## src/source/ccip_pkg.sv

```systemverilog
/*
  Shared MMIO definitions for the AFU register file and its host buffers.
  Holds the address, tag and data types of an MMIO request, the opcode and
  access-size enums, the register index map and the fixed feature header.
  Every RTL file imports what it uses from here; the testbench reads the
  feature-header value from here as well.
*/
`default_nettype none

package ccip_pkg;

  // *********************************************************************
  // MMIO transaction fields
  // *********************************************************************

  // Address in 32-bit word units, so bit 0 picks the half of a 64-bit CSR
  typedef logic [15:0] t_mmio_addr;

  // Tag that the host attaches to a read and the response echoes back
  typedef logic [8:0]  t_mmio_tid;

  // Data word of a request or a response
  typedef logic [63:0] t_mmio_data;

  // Request kind after the two host strobes are merged
  typedef enum logic [1:0] {
    MMIO_IDLE = 2'd0,
    MMIO_RD   = 2'd1,
    MMIO_WR   = 2'd2
  } t_mmio_op;

  // Access size of a request
  typedef enum logic {
    MMIO_LEN_32 = 1'b0,
    MMIO_LEN_64 = 1'b1
  } t_mmio_len;

  // *********************************************************************
  // Register map, indexed by the address without its bit 0
  // *********************************************************************

  typedef enum logic [14:0] {
    CSR_DFH     = 15'd0,
    CSR_ID_L    = 15'd1,
    CSR_ID_H    = 15'd2,
    CSR_SCRATCH = 15'd3,
    CSR_STATUS  = 15'd4
  } t_csr_idx;

  // Feature header: AFU type in bits 63:60, end-of-list flag in bit 40
  localparam t_mmio_data CSR_DFH_VALUE = 64'h1000_0100_0000_0000;

endpackage

`default_nettype wire
```

## src/source/ccip_std_afu.sv

```systemverilog
/*
  Top level of the AFU. Connects the input buffer, the register file and
  the output buffer and passes the AFU identifier down. A read sampled by
  the input buffer returns on mmio_rsp_valid after three register stages.
  Set AFU_ID_L and AFU_ID_H when instantiating to give the unit its ID.
*/
`timescale 1ns/1ps
`default_nettype none

module ccip_std_afu #(
  parameter ccip_pkg::t_mmio_data AFU_ID_L = 64'h8c2d_41f0_9a37_5e61,
  parameter ccip_pkg::t_mmio_data AFU_ID_H = 64'h3b7e_06d5_c148_a2f9
) (
  input  wire logic                 pClk,
  input  wire logic                 rst_n,
  input  wire logic                 soft_reset,
  input  wire logic [1:0]           pwr_state,
  input  wire logic                 host_error,
  input  wire logic                 mmio_wr_valid,
  input  wire logic                 mmio_rd_valid,
  input  wire ccip_pkg::t_mmio_addr mmio_addr,
  input  wire ccip_pkg::t_mmio_len  mmio_len,
  input  wire ccip_pkg::t_mmio_tid  mmio_tid,
  input  wire ccip_pkg::t_mmio_data mmio_wr_data,
  output logic                      mmio_rsp_valid,
  output ccip_pkg::t_mmio_tid       mmio_rsp_tid,
  output ccip_pkg::t_mmio_data      mmio_rsp_data
);

  import ccip_pkg::*;

  // Registered request from the input side
  logic       afu_rst_n;
  t_mmio_op   req_op;
  t_mmio_addr req_addr;
  t_mmio_len  req_len;
  t_mmio_tid  req_tid;
  t_mmio_data req_wr_data;
  logic [1:0] pwr_state_q;
  logic       host_error_q;

  // Read result from the register file
  logic       rd_valid;
  t_mmio_tid  rd_tid;
  t_mmio_len  rd_len;
  logic       rd_half;
  t_mmio_data rd_data;

  ccip_rx_buffer rx_buf0 (
    .pClk(pClk), .rst_n(rst_n), .soft_reset(soft_reset),
    .mmio_wr_valid(mmio_wr_valid), .mmio_rd_valid(mmio_rd_valid),
    .mmio_addr(mmio_addr), .mmio_len(mmio_len), .mmio_tid(mmio_tid),
    .mmio_wr_data(mmio_wr_data), .pwr_state(pwr_state), .host_error(host_error),
    .afu_rst_n(afu_rst_n), .req_op(req_op), .req_addr(req_addr),
    .req_len(req_len), .req_tid(req_tid), .req_wr_data(req_wr_data),
    .pwr_state_q(pwr_state_q), .host_error_q(host_error_q)
  );

  // The register file runs on the AFU reset, which includes soft reset
  afu_csr #(.AFU_ID_L(AFU_ID_L), .AFU_ID_H(AFU_ID_H)) csr0 (
    .pClk(pClk), .rst_n(afu_rst_n), .req_op(req_op), .req_addr(req_addr),
    .req_len(req_len), .req_tid(req_tid), .req_wr_data(req_wr_data),
    .pwr_state_q(pwr_state_q), .host_error_q(host_error_q),
    .rd_valid(rd_valid), .rd_tid(rd_tid), .rd_len(rd_len),
    .rd_half(rd_half), .rd_data(rd_data)
  );

  ccip_tx_buffer tx_buf0 (
    .pClk(pClk), .rst_n(rst_n), .rd_valid(rd_valid), .rd_tid(rd_tid),
    .rd_len(rd_len), .rd_half(rd_half), .rd_data(rd_data),
    .mmio_rsp_valid(mmio_rsp_valid), .mmio_rsp_tid(mmio_rsp_tid),
    .mmio_rsp_data(mmio_rsp_data)
  );

endmodule

`default_nettype wire

```

## src/source/ccip_tx_buffer.sv

```systemverilog
/*
  Output side of the AFU. Takes the full register value from the register
  file, narrows it for a 32-bit read and registers the MMIO response
  toward the host. The response is a single-cycle strobe and the host
  must take it, since there is no back-pressure on this path.
*/
`timescale 1ns/1ps
`default_nettype none

module ccip_tx_buffer (
  input  wire logic                 pClk,
  input  wire logic                 rst_n,
  input  wire logic                 rd_valid,
  input  wire ccip_pkg::t_mmio_tid  rd_tid,
  input  wire ccip_pkg::t_mmio_len  rd_len,
  input  wire logic                 rd_half,
  input  wire ccip_pkg::t_mmio_data rd_data,
  output logic                      mmio_rsp_valid,
  output ccip_pkg::t_mmio_tid       mmio_rsp_tid,
  output ccip_pkg::t_mmio_data      mmio_rsp_data
);

  import ccip_pkg::*;

  logic [31:0] rd_word;
  t_mmio_data  rsp_data_d;

  // *********************************************************************
  // Response formatting
  // *********************************************************************

  // Address bit 0 picks the upper half of the register
  assign rd_word = rd_half ? rd_data[63:32] : rd_data[31:0];

  // A 32-bit read returns its half in the low bits with the rest zero
  assign rsp_data_d = (rd_len == MMIO_LEN_32) ? {32'd0, rd_word} : rd_data;

  // *********************************************************************
  // Output register
  // *********************************************************************

  // Only the platform reset clears the strobe, soft reset does not reach here
  always_ff @(posedge pClk) begin
    if (!rst_n) begin
      mmio_rsp_valid <= 1'b0;
    end else begin
      mmio_rsp_valid <= rd_valid;
    end
  end

  always_ff @(posedge pClk) begin
    mmio_rsp_tid  <= rd_tid;
    mmio_rsp_data <= rsp_data_d;
  end

endmodule

`default_nettype wire

```

## src/source/afu_csr.sv

```systemverilog
/*
  AFU register file. Decodes registered MMIO writes into the scratch and
  status registers, counts every write, keeps a sticky copy of the host
  error and answers reads one cycle later with the full 64-bit register.
  The tag, size and half select of a read travel with the data so the
  output side can form the host response.
*/
`timescale 1ns/1ps
`default_nettype none

module afu_csr #(
  parameter ccip_pkg::t_mmio_data AFU_ID_L = 64'h0,
  parameter ccip_pkg::t_mmio_data AFU_ID_H = 64'h0
) (
  input  wire logic                 pClk,
  input  wire logic                 rst_n,
  input  wire ccip_pkg::t_mmio_op   req_op,
  input  wire ccip_pkg::t_mmio_addr req_addr,
  input  wire ccip_pkg::t_mmio_len  req_len,
  input  wire ccip_pkg::t_mmio_tid  req_tid,
  input  wire ccip_pkg::t_mmio_data req_wr_data,
  input  wire logic [1:0]           pwr_state_q,
  input  wire logic                 host_error_q,
  output logic                      rd_valid,
  output ccip_pkg::t_mmio_tid       rd_tid,
  output ccip_pkg::t_mmio_len       rd_len,
  output logic                      rd_half,
  output ccip_pkg::t_mmio_data      rd_data
);

  import ccip_pkg::*;

  t_csr_idx   req_idx;
  logic       wr_en;
  logic       rd_en;
  t_mmio_data scratch;
  logic [31:0] wr_count;
  logic       err_sticky;
  t_mmio_data status_word;
  t_mmio_data rd_data_d;

  // Registers are 64 bits wide, so the word address drops its bit 0
  assign req_idx = t_csr_idx'(req_addr[15:1]);
  assign wr_en   = (req_op == MMIO_WR);
  assign rd_en   = (req_op == MMIO_RD);

  // Write count on top, then power state and the sticky error at the bottom
  assign status_word = {wr_count, 29'd0, pwr_state_q, err_sticky};

  // *********************************************************************
  // Write side
  // *********************************************************************

  always_ff @(posedge pClk) begin
    if (!rst_n) begin
      scratch    <= '0;
      wr_count   <= '0;
      err_sticky <= 1'b0;
    end else begin
      // Every write is counted, mapped or not
      if (wr_en) begin
        wr_count <= wr_count + 32'd1;
      end
      if (wr_en && (req_idx == CSR_SCRATCH)) begin
        if (req_len == MMIO_LEN_64) begin
          scratch <= req_wr_data;
        end else if (req_addr[0]) begin
          // A 32-bit write carries its data in the low bits of the bus
          scratch[63:32] <= req_wr_data[31:0];
        end else begin
          scratch[31:0] <= req_wr_data[31:0];
        end
      end
      // A new error in the same cycle as a clear leaves the flag set
      if (host_error_q) begin
        err_sticky <= 1'b1;
      end else if (wr_en && (req_idx == CSR_STATUS)) begin
        err_sticky <= 1'b0;
      end
    end
  end

  // *********************************************************************
  // Read side
  // *********************************************************************

  always_comb begin
    case (req_idx)
      CSR_DFH:     rd_data_d = CSR_DFH_VALUE;
      CSR_ID_L:    rd_data_d = AFU_ID_L;
      CSR_ID_H:    rd_data_d = AFU_ID_H;
      CSR_SCRATCH: rd_data_d = scratch;
      CSR_STATUS:  rd_data_d = status_word;
      // Unmapped index reads as zero
      default:     rd_data_d = '0;
    endcase
  end

  always_ff @(posedge pClk) begin
    if (!rst_n) begin
      rd_valid <= 1'b0;
    end else begin
      rd_valid <= rd_en;
    end
  end

  // Response payload, qualified by rd_valid downstream
  always_ff @(posedge pClk) begin
    rd_tid  <= req_tid;
    rd_len  <= req_len;
    rd_half <= req_addr[0];
    rd_data <= rd_data_d;
  end

endmodule

`default_nettype wire

```

## src/source/ccip_rx_buffer.sv

```systemverilog
/*
  Input side of the AFU. Every host signal is registered for one cycle
  before the register file sees it. The read and write strobes are merged
  into one opcode with the write taking priority, and the host soft reset
  is turned into the registered reset of the AFU logic.
*/
`timescale 1ns/1ps
`default_nettype none

module ccip_rx_buffer (
  input  wire logic                 pClk,
  input  wire logic                 rst_n,
  input  wire logic                 soft_reset,
  input  wire logic                 mmio_wr_valid,
  input  wire logic                 mmio_rd_valid,
  input  wire ccip_pkg::t_mmio_addr mmio_addr,
  input  wire ccip_pkg::t_mmio_len  mmio_len,
  input  wire ccip_pkg::t_mmio_tid  mmio_tid,
  input  wire ccip_pkg::t_mmio_data mmio_wr_data,
  input  wire logic [1:0]           pwr_state,
  input  wire logic                 host_error,
  output logic                      afu_rst_n,
  output ccip_pkg::t_mmio_op        req_op,
  output ccip_pkg::t_mmio_addr      req_addr,
  output ccip_pkg::t_mmio_len       req_len,
  output ccip_pkg::t_mmio_tid       req_tid,
  output ccip_pkg::t_mmio_data      req_wr_data,
  output logic [1:0]                pwr_state_q,
  output logic                      host_error_q
);

  import ccip_pkg::*;

  // *********************************************************************
  // Control stage
  // *********************************************************************

  // The AFU reset is held low through the platform reset and goes low
  // for every cycle in which the soft reset was sampled high
  always_ff @(posedge pClk) begin
    if (!rst_n) begin
      afu_rst_n    <= 1'b0;
      req_op       <= MMIO_IDLE;
      pwr_state_q  <= 2'b00;
      host_error_q <= 1'b0;
    end else begin
      afu_rst_n    <= ~soft_reset;
      pwr_state_q  <= pwr_state;
      host_error_q <= host_error;
      // A write strobe wins when the host raises both in one cycle
      if (mmio_wr_valid) begin
        req_op <= MMIO_WR;
      end else if (mmio_rd_valid) begin
        req_op <= MMIO_RD;
      end else begin
        req_op <= MMIO_IDLE;
      end
    end
  end

  // Request payload is only looked at when req_op says so
  always_ff @(posedge pClk) begin
    req_addr    <= mmio_addr;
    req_len     <= mmio_len;
    req_tid     <= mmio_tid;
    req_wr_data <= mmio_wr_data;
  end

endmodule

`default_nettype wire

```

## config.mk

```make
export PLATFORM = sky130hd
export DESIGN_NAME = ccip_std_afu
export DESIGN_NICKNAME = d
export VERILOG_FILES = /design/src/source/ccip_pkg.sv /design/src/source/ccip_std_afu.sv /design/src/source/ccip_tx_buffer.sv /design/src/source/afu_csr.sv /design/src/source/ccip_rx_buffer.sv
export SDC_FILE = /design/constraint.sdc
export NUM_CORES = 1
export LEC_CHECK = 0
export ABC_AREA = 1
export BUFFER_PORTS_ARGS = -buffer_cell sky130_fd_sc_hd__buf_4
export CORE_ASPECT_RATIO = 1.75
export CORE_MARGIN = 8
export CORE_UTILIZATION = 50
export DETAILED_ROUTE_END_ITERATION = 8
export GPL_TIMING_DRIVEN = 1
export PLACE_DENSITY = 0.72
export SETUP_SLACK_MARGIN = 0.4
export SLEW_MARGIN = 20
export SYNTH_ARGS = -nofsm -noshare
export SYNTH_HDL_FRONTEND = slang
export SYNTH_SLANG_ARGS = --single-unit
```

## constraint.sdc

```tcl
create_clock -name pClk -period 3.16 [get_ports pClk]
set_clock_uncertainty 0.1 [all_clocks]
set_input_delay 0.158 -clock pClk [delete_from_list [all_inputs] [get_ports pClk]]
set_output_delay 0.158 -clock pClk [all_outputs]
set_load 0.005 [all_outputs]
```

==> impl_metrics.toml, run 1 <==
[cts]
clk_pin_slew_ns = 0.07
cts_resized = 0
cts_root_buffer = "clkbuf_16"
cts.sinks = 343
htreeDepth = 1
cts_buffers = 28
cts_tree = "yes"
insertion_delay_ns = 0.55
clk_path_buf_depth = 3

[min_path]
whs_path_depth = 2
hold_start = "mmio_wr_data[63]"
worst_hold_path_type = "input port to register"
min_to = "rx_buf0.req_wr_data[63]"

[drt]
vias = 8776
via_per_inst = 4.85
wire_per_inst_um = 15.8
drt_pass1_iterations = 5
ant_nets = 0
drcViolationCount = 0
drt_iter0_drc = 506
routed_wl_um = 28600

[worst_setup_path]
critical_path.most_common_cell = "nand2_1"
crit_fanout = 32
reg2reg_to = "csr0.scratch[42]"
r2r-start = "rx_buf0.req_addr[14]"
crit_buf_inv = 0
ff2ff_setup_slack_ns = 1.05
cpPeakStageDelay_ns = 0.68
critPathSlowestCell = "nand4_2"
cp.arrival_ns = 2.41
r2r_cells = 6
worstPathCellList = "nor2_1 -> nand2_1 -> nor2_4 -> nand4_2 -> nand2_1 -> a21oi_1"
required_ns = 3.46
critPathLaunchType = "register"
worstSetupPathType = "register to register"
critPathCaptureType = "register"
crit_family = "simple AND/OR/NAND/NOR gates"

[placed_design]
port_buffers = 171
dpl.hpwl_um = 19300
place.gp.congestion = 0.895

[grt]
grt_first_pass_wirelength_um = 45500
grt_usage = 0.211
grt_pass1_vias = 8657
antenna_found_initial = 0
grt.overflow.total = 0
grt_max_degree = 76

[logic_synthesis]
synth_nets = 1333
synth_top_area_cell = "dfxtp_1"
synth_area_leaders = "dfxtp_1 (62%), nand2_1 (13%), nand3_1 (4.8%)"
synth_seq_cells = 343
synth_top_area_share = 0.625
seq_area_frac_synth = 0.625
synthFlopType = "dfxtp_1"
synth_edf_count = 0
syn_avg_cell_area_um2 = 8.91
synthArstFlopShare = 0
synth_area_um2 = 11000
netlist_instances = 1234
yosysWarnings = 0
synth_cell_type_count = 29

[die]
start_util = 0.502
io_pins = 172
coreArea_um2 = 21900
fp.dieArea_um2 = 27200
die_x_um = 128
row_count = 72
dieHeight_um = 212

[final_layout]
utilization = 0.661
antenna_cells = 0
final_common_cell = "nand2_1"
layout_common_cells = "nand2_1 (368), dfxtp_1 (343), buf_4 (182), nand3_1 (105), dlygate4sd3_1 (101)"
drive_gt1_frac = 0.188
area_growth_syn_to_layout_pct = 31.7
fin_nets = 1591
fill_cells = 1719

[sta]
setup-tns-final_ns = 0
hold_violations = 0
tightest_slew_ns = 0.836
timing.fmax_mhz = 474
slew_headroom = 0.443
finalSetupViolCount = 0
drv_slew = 0
rsz0062_at_grt = "no"
fin_crit_sh = 0.668
period_needed_ns = 2.11

[pwr]
internal_power_mw = 6.74
power_frac_comb = 0.041
cellPowerDensity_nw_per_um2 = 585
pwr-share-seq = 0.524
ir_drop_mv = 0.498
switching_power_mw = 1.73
p_clk_frac = 0.435
p_leak_nw = 6.38
p_sw_frac = 0.204

[flow_run]
cap_violations = 0

[outcome]
status = "completed"
through the flow:
step	total power [mW]	hold WS (ns)	setup WS, ns	cells	area [um^2]
4_1_cts	8.52	0.120	1.09	1810	14500
6_report	8.47	0.139	1.05	1810	14500
3_5_place_dp	4.78	0.164	1.11	1657	12500
5_1_grt	8.75	0.128	0.843	1810	14500
2_1_floorplan	4.63	0.0857	1.66	1234	11000
3_3_place_gp	4.77	0.163	1.15	1657	12500
layer usage:
| metal | part of all wire | vias to the layer above | GRT usage |
|---|---|---|---|
| li1 | - | 4441 | - |
| met1 | 0.39 | 4029 | 0.237 |
| met2 | 0.52 | 250 | 0.380 |
| met3 | 0.049 | 56 | 0.0337 |
| met4 | 0.036 | 0 | 0.0965 |
| met5 | 0 | - | 0 |
synth_stat cells (2+ instances only):
cell,count
inv_1,95
clkbuf_1,26
nor3_1,12
o211ai_1,18
nor2_1,66
a21oi_1,82
buf_6,6
o21ai_1,2
dfxtp_1,343
nand2_2,2
nand4_1,12
inv_2,5
nand2_1,368
nor2_4,2
nand3_1,105
o21ai_0,20
mux2_2,32
buf_2,18
nor2_2,7
buf_1,4
repair_timing:
item	in CTS	in global routing
buffers inserted	0	0
hold buffers	101	0
hold endpoints to repair	97	0
worst reg2reg max path, delay by kind of cell, from the launching register on:
family          cells  cell delay [ns]
compound gates      1             0.10
simple gates        5             1.46
flops               1             0.30
power by group through the flow:
stage,Combinational [mW],Sequential [mW],Clock (mW)
after global routing,0.380,4.44,3.93
after floorplan,0.110,4.52,0
final,0.351,4.43,3.68
after CTS,0.344,4.43,3.74
after global placement,0.242,4.53,0
after detailed placement,0.243,4.53,0
state kept, by name (all words and copies together), names as in the netlist, 2 cells and up:
register / cells
csr0.wr_count: 32
rx_buf0.req_wr_data: 64
csr0.rd_tid: 9
rx_buf0.req_addr: 16
csr0.rd_data: 64
tx_buf0.mmio_rsp_tid: 9
rx_buf0.req_tid: 9
tx_buf0.mmio_rsp_data: 64
rx_buf0.pwr_state_q: 2
csr0.scratch: 64
rx_buf0.req_op: 2
cell families (layout without fill, tap and decap cells):
| kind of cell | count (synthesis) | after routing | synth area share |
|---|---|---|---|
| adder cells (fa/ha/maj) | 1 | 1 | 0.00114 |
| AND/OR/NAND/NOR | 579 | 579 | 0.221 |
| multiplexers | 32 | 32 | 0.0328 |
| buffers and inverters | 156 | 436 | 0.0598 |
| flip-flops | 343 | 343 | 0.625 |
| AO/OA/AOI/OAI | 123 | 123 | 0.0603 |
final cells by class:
| type | count | area [um^2] | area share |
|---|---|---|---|
| Tap cell | 296 | 370 | 0.0256 |
| Multi-Input combinational cell | 735 | 3470 | 0.240 |
| Inverter | 101 | 379 | 0.0262 |
| Sequential cell | 343 | 6870 | 0.475 |
| Clock buffer | 40 | 857 | 0.0592 |
| Timing Repair Buffer | 283 | 2380 | 0.164 |
| Clock inverter | 12 | 148 | 0.0102 |
worst max-delay path by stage:
stage | from | endpoint | slack (ns) | cells after the start
floorplan | csr0.wr_count[1] | csr0.wr_count[18] | 1.66 | 8
global route | rx_buf0.req_addr[3] | csr0.scratch[42] | 0.84 | 7
CTS | rx_buf0.req_addr[4] | csr0.scratch[42] | 1.09 | 6
finish | rx_buf0.req_addr[14] | csr0.scratch[42] | 1.05 | 6
detailed placement | rx_buf0.req_addr[4] | csr0.scratch[55] | 1.11 | 7
global placement | rx_buf0.req_addr[4] | csr0.scratch[55] | 1.15 | 7
Power figures use the tool's default switching activity.
==> run 2, diff against run 1 <==
Settings changed: ABC_AREA 1 to 0.
Clock period 3.16 ns to 2.1 ns, I/O delays scaled along.
==> impl_metrics.toml, run 2 <==
[final_layout]
stdcell_count = 1528
fin_area_um2 = 16200
utilization = 0.762
layout_common_cells = "dfxtp_1 (312), buf_4 (222), dlygate4sd3_1 (101), nand2_1 (77), mux2i_1 (66)"
fin_nets = 1349
antenna_cells = 0
fill_cells = 1189
final_common_cell = "dfxtp_1"
area_growth_syn_to_layout_pct = 51.2
drive_gt1_frac = 0.373

[grt]
grt_max_degree = 76
grt_usage = 0.225
grt.overflow.total = 0
antenna_found_initial = 0
grt_first_pass_wirelength_um = 47300
grt_pass1_vias = 8683

[sta]
slew_headroom = 0.632
worst_slack_ns = 0.0575
hold_ws_ns = 0.0988
setup-tns-final_ns = 0
finalSetupViolCount = 0
fin_crit_sh = 0.973
period_needed_ns = 2.04
tightest_slew_ns = 0.537
timing.fmax_mhz = 490
rsz0062_at_grt = "yes"
hold_violations = 0
drv_slew = 0

[flow_run]
cap_violations = 0

[placed_design]
dpl_worst_slack_ns = 0.0408
place.gp.congestion = 0.853
port_buffers = 171
dpl.hpwl_um = 17400
dp_cells = 1304
placed_cell_area_um2 = 12500

[drt]
via_per_inst = 5.59
drt_pass1_iterations = 6
drcViolationCount = 0
ant_nets = 0
wire_per_inst_um = 21.8
routed_wl_um = 33400
vias = 8546
drt_iter0_drc = 557

[die]
io_pins = 172
start_util = 0.504
coreArea_um2 = 21200
fp.dieArea_um2 = 26500
die_x_um = 127
dieHeight_um = 210
row_count = 71

[cts]
clk_path_buf_depth = 3
cts.sinks = 343
insertion_delay_ns = 0.55
clk_pin_slew_ns = 0.07
cts_tree = "yes"
cts_root_buffer = "clkbuf_16"
htreeDepth = 1
cts_buffers = 29

[logic_synthesis]
synth_top_area_cell = "dfxtp_1"
netlist_instances = 911
seq_area_frac_synth = 0.642
syn_avg_cell_area_um2 = 11.7
ys_top_cells_by_count = "dfxtp_1 (343), nand2_1 (81), mux2i_1 (67), clkbuf_1 (54), and2_1 (41)"
synth_most_common_cell = "dfxtp_1"
synth_nets = 1010
synth_cell_type_count = 52
synth_seq_cells = 343
synth_area_um2 = 10700
synth_top_area_share = 0.642
synth_edf_count = 0
synthArstFlopShare = 0
synth_area_leaders = "dfxtp_1 (64%), mux2i_1 (6.3%), mux2_2 (3.4%)"
yosysWarnings = 0
synthFlopType = "dfxtp_1"

[worst_setup_path]
critPathCaptureType = "register"
critical_path.most_common_cell = "or4_4"
worstSetupPathType = "register to register"
required_ns = 2.49
r2r_cells = 5
cp.arrival_ns = 2.43
crit_path_end = "csr0.wr_count[24]"
critPathLaunch = "csr0.wr_count[16]"
critPathLaunchType = "register"
r2r-start = "csr0.wr_count[16]"
crit_fanout = 8
worstPathCellList = "buf_4 -> nand4_1 -> or4_4 -> or4_4 -> a21oi_2"
critPathSlowestCell = "or4_4"
cpPeakStageDelay_ns = 0.53
ff2ff_setup_slack_ns = 0.06
reg2reg_to = "csr0.wr_count[24]"

[pwr]
p_leak_nw = 6.95
cellPowerDensity_nw_per_um2 = 822
finalPower_mw = 13.3
ir_drop_mv = 0.719

[min_path]
hold_start = "mmio_addr[10]"
worst_hold_path_type = "input port to register"

[outcome]
status = "completed"
==> run 2: report_power, final <==
group | internal [mW] | leakage [nW] | total (mW) | switching [mW]
combinational | 0.334 | 3.61 | 0.570 | 0.236
sequential | 6.60 | 2.82 | 6.67 | 0.0661
clock | 3.64 | 0.521 | 6.05 | 2.41
total | 10.6 | 6.95 | 13.3 | 2.71
==> run 2: worst max-delay path, delay by kind of cell, from the launching register on <==
family,cells,cell delay [ns]
AOI/OAI and AO/OA,1,0.12
and+or+nand+nor,3,1.14
DFF,1,0.42
buffers and inverters,1,0.18
==> run 2: cell families after synthesis <==
kind of cell,synth area share
AO/OA/AOI/OAI,0.115
XOR/XNOR,0.00819
adder cells (fa/ha/maj),0.00117
buffers and inverters,0.0277
flip-flops,0.642
multiplexers,0.0964
AND/OR/NAND/NOR,0.110
==> run 2: layer usage <==
| layer | vias up | GRT usage | wire (um) |
|---|---|---|---|
| met5 | - | 0 | 0 |
| met3 | 123 | 0.0371 | 2290 |
| met1 | 4076 | 0.233 | 11800 |
| met2 | 430 | 0.421 | 17400 |
| met4 | 0 | 0.118 | 1890 |
| li1 | 3917 | - | - |
==> run 2: final cells by class <==
cell class              count  area (um^2)  share of cell area
clock buffers              35          778              0.0481
clock inverters            19          319              0.0197
inverters                   8         30.0             0.00186
multi-input cells         495         4100               0.253
flip-flops and latches    343         6950               0.429
well taps                 255          319              0.0197
repair buffers            373         3680               0.228
==> run 2: worst min path at each step <==
| stage | end | cells after the start |
|---|---|---|
| after floorplan | rx_buf0.req_addr[0] | 0 |
| after global placement | rx_buf0.req_wr_data[39] | 1 |
| after detailed placement | rx_buf0.req_wr_data[45] | 1 |
| after CTS | rx_buf0.req_wr_data[35] | 2 |
| after global routing | rx_buf0.req_wr_data[3] | 2 |
| final | rx_buf0.req_addr[10] | 2 |
==> run 2: repair_timing <==
item,CTS,global route
endpoints found under the setup margin,141,150
gates resized for setup,94,68
setup buffers,39,9
hold endpoints to repair,97,0
gates cloned,14,7
hold buffers,101,0
pin swaps,27,43
